## src/hw/rv_pipe_pkg.sv

```systemverilog
package rv_pipe_pkg;

    localparam int xlen = 32;
    localparam int reg_addr_w = 5;

    // Major opcodes of the supported subset
    localparam logic [6:0] op_rtype  = 7'b0110011;
    localparam logic [6:0] op_itype  = 7'b0010011;
    localparam logic [6:0] op_lui    = 7'b0110111;
    localparam logic [6:0] op_load   = 7'b0000011;
    localparam logic [6:0] op_store  = 7'b0100011;
    localparam logic [6:0] op_branch = 7'b1100011;

    localparam logic [3:0] alu_add    = 4'd0;
    localparam logic [3:0] alu_sub    = 4'd1;
    localparam logic [3:0] alu_and    = 4'd2;
    localparam logic [3:0] alu_or     = 4'd3;
    localparam logic [3:0] alu_xor    = 4'd4;
    localparam logic [3:0] alu_slt    = 4'd5;
    localparam logic [3:0] alu_pass_b = 4'd6;  // LUI, immediate straight through

    typedef struct packed {
        logic [6:0]            funct7;
        logic [reg_addr_w-1:0] rs2;
        logic [reg_addr_w-1:0] rs1;
        logic [2:0]            funct3;
        logic [reg_addr_w-1:0] rd;
        logic [6:0]            opcode;
    } r_fmt_t;

    typedef struct packed {
        logic [11:0]           imm;
        logic [reg_addr_w-1:0] rs1;
        logic [2:0]            funct3;
        logic [reg_addr_w-1:0] rd;
        logic [6:0]            opcode;
    } i_fmt_t;

    typedef struct packed {
        logic [6:0]            imm_hi;
        logic [reg_addr_w-1:0] rs2;
        logic [reg_addr_w-1:0] rs1;
        logic [2:0]            funct3;
        logic [4:0]            imm_lo;
        logic [6:0]            opcode;
    } s_fmt_t;

    // Branch offset bits are scattered, bit 0 is implied
    typedef struct packed {
        logic                  imm_12;
        logic [5:0]            imm_10_5;
        logic [reg_addr_w-1:0] rs2;
        logic [reg_addr_w-1:0] rs1;
        logic [2:0]            funct3;
        logic [3:0]            imm_4_1;
        logic                  imm_11;
        logic [6:0]            opcode;
    } b_fmt_t;

    typedef union packed {
        r_fmt_t r;
        i_fmt_t i;
        s_fmt_t s;
        b_fmt_t b;
    } instr_u;

endpackage

```

## src/hw/decode.sv

```systemverilog
`timescale 1ns/1ps

module decode (
    input  logic                               clock,
    input  logic                               rst_n,
    input  logic                               enable,
    input  logic                               flush,      // Taken branch in execute
    input  logic [rv_pipe_pkg::xlen-1:0]       instr_in,
    input  logic [rv_pipe_pkg::xlen-1:0]       pc_in,
    input  logic                               valid_in,
    input  logic [rv_pipe_pkg::xlen-1:0]       rs1_value,
    input  logic [rv_pipe_pkg::xlen-1:0]       rs2_value,
    output logic [rv_pipe_pkg::reg_addr_w-1:0] rs1,
    output logic [rv_pipe_pkg::reg_addr_w-1:0] rs2,
    output logic [rv_pipe_pkg::xlen-1:0]       pc,
    output logic [rv_pipe_pkg::xlen-1:0]       imm,
    output logic [rv_pipe_pkg::reg_addr_w-1:0] rd,
    output logic [3:0]                         alu_op,
    output logic                               alu_src,
    output logic                               branch,
    output logic                               branch_ne,
    output logic                               mem_read,
    output logic                               mem_write,
    output logic                               reg_write,
    output logic [rv_pipe_pkg::xlen-1:0]       rs1_data,
    output logic [rv_pipe_pkg::xlen-1:0]       rs2_data,
    output logic                               valid
);
    rv_pipe_pkg::instr_u          word;
    logic [rv_pipe_pkg::xlen-1:0] imm_d;
    logic [3:0]                   alu_op_d;
    logic                         alu_src_d;
    logic                         branch_d;
    logic                         mem_read_d;
    logic                         mem_write_d;
    logic                         reg_write_d;
    logic                         supported;
    logic                         live;

    assign word = instr_in;
    assign rs1  = word.r.rs1;
    assign rs2  = word.r.rs2;
    assign live = valid_in & ~flush & supported;

    always_comb begin
        imm_d       = {{20{word.i.imm[11]}}, word.i.imm};
        alu_op_d    = rv_pipe_pkg::alu_add;
        alu_src_d   = 1'b0;
        branch_d    = 1'b0;
        mem_read_d  = 1'b0;
        mem_write_d = 1'b0;
        reg_write_d = 1'b0;
        supported   = 1'b1;
        case (word.r.opcode)
            rv_pipe_pkg::op_rtype: begin
                reg_write_d = 1'b1;
                case (word.r.funct3)
                    3'b000:  alu_op_d = word.r.funct7[5] ? rv_pipe_pkg::alu_sub
                                                         : rv_pipe_pkg::alu_add;
                    3'b111:  alu_op_d = rv_pipe_pkg::alu_and;
                    3'b110:  alu_op_d = rv_pipe_pkg::alu_or;
                    3'b100:  alu_op_d = rv_pipe_pkg::alu_xor;
                    3'b010:  alu_op_d = rv_pipe_pkg::alu_slt;
                    default: supported = 1'b0;
                endcase
            end
            rv_pipe_pkg::op_itype: begin  // ADDI only
                alu_src_d   = 1'b1;
                reg_write_d = 1'b1;
                supported   = (word.i.funct3 == 3'b000);
            end
            rv_pipe_pkg::op_lui: begin
                imm_d       = {word.i.imm, word.i.rs1, word.i.funct3, 12'b0};
                alu_op_d    = rv_pipe_pkg::alu_pass_b;
                alu_src_d   = 1'b1;
                reg_write_d = 1'b1;
            end
            rv_pipe_pkg::op_load: begin
                alu_src_d   = 1'b1;
                mem_read_d  = 1'b1;
                reg_write_d = 1'b1;
                supported   = (word.i.funct3 == 3'b010);
            end
            rv_pipe_pkg::op_store: begin
                imm_d       = {{20{word.s.imm_hi[6]}}, word.s.imm_hi, word.s.imm_lo};
                alu_src_d   = 1'b1;
                mem_write_d = 1'b1;
                supported   = (word.s.funct3 == 3'b010);
            end
            rv_pipe_pkg::op_branch: begin
                imm_d     = {{19{word.b.imm_12}}, word.b.imm_12, word.b.imm_11,
                             word.b.imm_10_5, word.b.imm_4_1, 1'b0};
                branch_d  = 1'b1;
                supported = (word.b.funct3[2:1] == 2'b00);  // BEQ, BNE
            end
            default: supported = 1'b0;
        endcase
    end

    always_ff @(posedge clock or negedge rst_n) begin
        if (!rst_n) begin
            valid     <= 1'b0;
            branch    <= 1'b0;
            mem_read  <= 1'b0;
            mem_write <= 1'b0;
            reg_write <= 1'b0;
        end else if (enable) begin
            valid     <= valid_in & ~flush;
            branch    <= branch_d & live;     // Unsupported words become no-ops
            mem_read  <= mem_read_d & live;
            mem_write <= mem_write_d & live;
            reg_write <= reg_write_d & live;
        end
    end

    always_ff @(posedge clock) begin
        if (enable) begin
            pc        <= pc_in;
            imm       <= imm_d;
            rd        <= word.r.rd;
            alu_op    <= alu_op_d;
            alu_src   <= alu_src_d;
            branch_ne <= word.b.funct3[0];
            rs1_data  <= rs1_value;
            rs2_data  <= rs2_value;
        end
    end

endmodule

```

## config.mk

```make
export PLATFORM = sky130hd
export DESIGN_NAME = decode
export DESIGN_NICKNAME = d
export VERILOG_FILES = /design/src/hw/rv_pipe_pkg.sv /design/src/hw/decode.sv
export SDC_FILE = /design/constraint.sdc
export NUM_CORES = 1
export LEC_CHECK = 0
export BUFFER_PORTS_ARGS = -buffer_cell sky130_fd_sc_hd__buf_4
export CAP_MARGIN = 20
export CORE_UTILIZATION = 39
export DETAILED_ROUTE_END_ITERATION = 10
export PLACE_DENSITY = 0.86
export SYNTH_ARGS = -nofsm -noshare
export SYNTH_HDL_FRONTEND = slang
export SYNTH_SLANG_ARGS = --single-unit
export TNS_END_PERCENT = 100
```

## constraint.sdc

```tcl
create_clock -name clock -period 0.8 [get_ports clock]
set_input_delay 0.16 -clock clock [delete_from_list [all_inputs] [get_ports clock]]
set_output_delay 0.16 -clock clock [all_outputs]
set_load 0.005 [all_outputs]
```

# Word level (Yosys, flattened, before mapping)
# Index checks and enable logic that the tools add are counted.
# classes
eq_ne,10
n_mux,11
n_bitwise,7
n_reduce_logical,6
# op_table
cell,n
$pmux 31 s3,1
$eq 7x6->1 const B,3
$pmux 3 s5,1
$eq 3x3->1 const B,3
$reduce_or 4->1,2
$eq 7x2->1 const B,1
$eq 7x5->1 const B,1
$eq 7x7->1 const B,1
$mux 1,7
$and 1x1->1,6
$pmux 3 s2,1
$pmux 1 s5,1
$reduce_or 5->1,1
$eq 3x2->1 const B,1
$logic_not 3->1,1
$logic_not 2->1,1
$reduce_or 2->1,1
$not 1->1,1
# totals
register_bits,144
in_bits,133
word_cells,47

# Logic depth before layout (Yosys ltp)
# logic_depth
word_depth,6
mapped_depth,6
depth_no_buf,4

# Worst setup path after synthesis
# OpenSTA, ideal clock, no wires.
# synth_timing
kind,input-to-reg
start,input instr_in[3] in the netlist's numbering
end,"register imm[11] in the netlist's numbering, data pin"
setup_time_ps,260
arrival_ps,1397
t_required_ps,540
setup_slack_ps,-858
stages,6
path_cell_list,nand4bb_4 or3_1 buf_6 and2_4 buf_6 mux2_4
# synth_via
elab_chain_cells,2
elab_cells_between_ends,4
cone_classes,3 x eq/ne; 1 x mux
# synth_rtl
element,line_no,text
from (decl),decode.sv:8,"input logic [rv_pipe_pkg::xlen-1:0] instr_in,"
$eq 7x7->1 or $eq 7x6->1 (tied branches),decode.sv:54,case (word.r.opcode)
$pmux 31 s3 (*),decode.sv:54,
net imm_d (one bit),decode.sv:30,logic [rv_pipe_pkg::xlen-1:0] imm_d;
to (signal assigned),decode.sv:119,imm <= imm_d;
to (decl),decode.sv:16,"output logic [rv_pipe_pkg::xlen-1:0] imm,"
# The timed path passes the listed nets; every way through them passes the cells marked *.
# A chain may end at the register's enable or synchronous reset.

# Final worst setup path
# layout_timing
start,register rs1_data[27] in the netlist's numbering
end,output rs1_data[27] in the netlist's numbering
# layout_lines
element,line_no,text
from (decl),decode.sv:25,"output logic [rv_pipe_pkg::xlen-1:0] rs1_data,"
from (signal assigned),decode.sv:124,rs1_data <= rs1_value;
# No word-level cell between the ends.

==> flow_summary.toml <==
[grt]
grt_pass1_wl_um = 24700
grt-busiest-layer = "met2"
grt_max_degree = 66
track_usage_pct = 26.5
antenna_found_initial = 1
grt_use_met1_pct = 25.9
use_met2_pct = 49.6
global_route.overflow_total = 0
grt_use_met3_pct = 8.47
grt_pass1_vias = 4378

[worst_setup_path]
cp-endpoint = "rs1_data[27]"
cp-end-kind = "output pin"
r2r_end = "branch"
path_buf_inv = 1
path_depth = 1
rrSetupSlack_ps = 80
reg2reg_from = "branch"
critical_path_required_ps = 640
cpPeakStageDelay_ps = 460
crit_fanout = 1
crit_arrival_ps = 1020
rr_worst_depth = 2
crit_family = "flip-flops"
critPathKind = "reg -> out"
cp-start-kind = "flop"
critPathSlowestCell = "edfxtp_1"
cp_cell_sequence = "buf_6"
crit_start = "rs1_data[27]"

[placed_design]
globalplace.congestion = 0.865
io_buffer_count = 285
dp_slack_ps = -848
dp_hpwl_um = 10300

[clock_tree]
clk-insertion-delay-late_ps = 410
cts-buffers-inserted = 17
clock_sinks = 143
root_buffer = "clkbuf_16"
clk_pin_slew_ps = 60
cts_tree = "done"
max-clock-path-buffers = 2
h-tree-depth = 4

[logic_synthesis]
yosys_warnings = 0
syn_area_mm2 = 0.00493
yosysTopAreaCell = "edfxtp_1"
seq_area_frac_synth_pct = 86.7
synth_top_area_share_pct = 84.1
ys_ff_latch = 143
synthCells = 241
netlist_top_cells_area = "edfxtp_1 (84%), a21o_1 (2.9%), dfrtp_1 (2.5%)"
synth_cell_types = 33
synth_nets = 374
avgSynthCellArea_um2 = 20.4

[sta]
finalCriticalPeriod_ps = 1180
setup_viol = 181
fin_crit_sh_pct = 148
rsz0062_at_grt = "true"
fmax_mhz = 846
setup_ws_ps = -381
fin_skew_ps = 0
drv_slew = 0
hold_viol_final = 0

[min_path]
hp-class = "in -> reg"

[floorplan]
start_util_pct = 40.5
die_area_mm2 = 0.0131
rows = 40
io_pins = 287
die_width_um = 114
chipHeight_um = 114
core_mm2 = 0.0122

[finish]
final_nets = 804
layout-drive-gt1-share_pct = 56.1
num-fill-cells = 641
area_delta_synth_final_pct = 94.6

[drt]
drc_errors = 0
dr_total_vias = 4123
routedWlPerCell_um = 21.2
drt_pass1_iterations = 4
viasPerCell = 4.83
totalWireLength_um = 18100
ant_nets = 0
drt-initial-drc-count = 220

[power_and_ir_drop]
power_w = 0.0198
ir_drop_mv = 1.17
p_leak_nw = 4.16
pwr_density_cell_mw_per_mm2 = 2070

[outcome]
violations = "negative setup slack"
status = "finished with violations"

[run]
cap_viol_max_count = 0
## cell usage in the layout, fill, tap and decap left out, types with 2 or more instances in the layout
master         Yosys  final
clkbuf_16          0     18
nand2b_1           5      5
o21ai_2            0      4
o41ai_2            0      3
inv_1              4      4
nor2_1             3      2
a21o_1            19     19
clkinv_2           0      3
clkinv_4           0      2
bufinv_16          0      3
nor4_4             0      2
nand2_1           11     11
nand4bb_4          1      2
buf_12             0      4
dfrtp_1            5      5
clkinvlp_4         0      4
dlygate4sd3_1      0    102
buf_4             11    245
clkinv_1           0      2
buf_6              2     74
xnor2_1            2      2
o21ai_0            6      2
edfxtp_1         138    138
and2_4             1     10
or2_4              0      2
## through the flow
step	cells	cell area [um^2]	hold WS, ps	setup TNS, ps	utilization (%)
after CTS	850	9360	6.17	-50830	77.0
after floorplan	241	4960	-136	-23430	-
final	853	9580	33.4	-49640	78.8
after global placement	708	7470	-29.8	-38810	61.5
after global routing	853	9580	30.9	-54810	78.8
after detailed placement	708	7470	-25.9	-42460	61.5
## metal layers
| metal | routed length [um] | vias up |
|---|---|---|
| met1 | 5890 | 2038 |
| met5 | 0 | - |
| met4 | 665 | 0 |
| met3 | 1320 | 57 |
| li1 | - | 1789 |
| met2 | 10200 | 239 |
## final cells by class
type                    count  area, um^2  share of cell area, %
diodes                      1        2.50                 0.0261
clock buffers              17         425                   4.44
clock inverters            15         169                   1.76
inverters                   4        15.0                  0.157
multi-input cells          79         694                   7.25
flip-flops and latches    143        4270                   44.5
well taps                 168         210                   2.19
repair buffers            426        3800                   39.6
## cells in the mapped netlist
library cell / number
conb_1: 1
buf_6: 2
or3_1: 1
nor2_1: 3
buf_2: 1
o22ai_1: 1
nand4bb_1: 1
or2_2: 1
o31ai_1: 1
edfxtp_1: 138
a32o_1: 1
nand3b_1: 1
a21oi_1: 2
nand4bb_4: 1
or2_1: 1
or4_1: 1
clkbuf_1: 4
mux2_4: 1
nor4_1: 2
and2_1: 6
and2_4: 1
nand2_1: 11
buf_4: 11
dfrtp_1: 5
inv_1: 4
xnor2_1: 2
a21o_1: 19
o41ai_1: 4
a311oi_1: 1
nand2b_1: 5
nor3_1: 1
o21ai_0: 6
mux2i_1: 1
## registers in the layout (all words and copies together), names as in the netlist
name       flops
mem_write      1
pc            32
rs2_data      32
imm           32
rd             5
branch         1
rs1_data      32
mem_read       1
branch_ne      1
valid          1
alu_op         3
alu_src        1
reg_write      1
## how the worst min path moves through the flow
stage	startpoint	endpoint	slack, ps	cells past startpoint
global placement	rst_n	mem_read	-30	1
finish	instr_in[17]	imm[17]	30	2
global route	instr_in[17]	imm[17]	30	2
detailed placement	rst_n	mem_read	-30	1
CTS	instr_in[17]	imm[17]	6	2
floorplan	rst_n	branch	-140	0
## report_power, final
| part | switching (W) | internal (W) | leakage (nW) |
|---|---|---|---|
| sequential | 0.000263 | 0.00887 | 1.42 |
| combinational | 0.000987 | 0.00177 | 2.46 |
| clock | 0.00303 | 0.00488 | 0.280 |
| total | 0.00428 | 0.0155 | 4.16 |
## cell families (layout without fill, tap and decap cells)
logic type / Yosys count / after routing / synth area share [%]
AND/OR/NAND/NOR: 36 / 39 / 4.47
buffers and inverters: 22 / 462 / 2.84
XOR/XNOR: 2 / 2 / 0.356
multiplexers: 2 / 2 / 0.508
other: 1 / 2 / 0.0761
AO/OA/AOI/OAI: 35 / 35 / 5.08
flip-flops: 143 / 143 / 86.7
## timing repair
| action | in CTS | in global routing |
|---|---|---|
| setup endpoints to repair | 181 | 181 |
| gates resized for setup | 59 | 47 |
| pin swaps | 9 | 5 |
| setup buffers | 5 | 2 |
| hold buffers | 102 | 0 |
| cloned | 3 | 1 |
| endpoints found under the hold margin | 106 | 0 |
(Power assumes the default switching activity.)
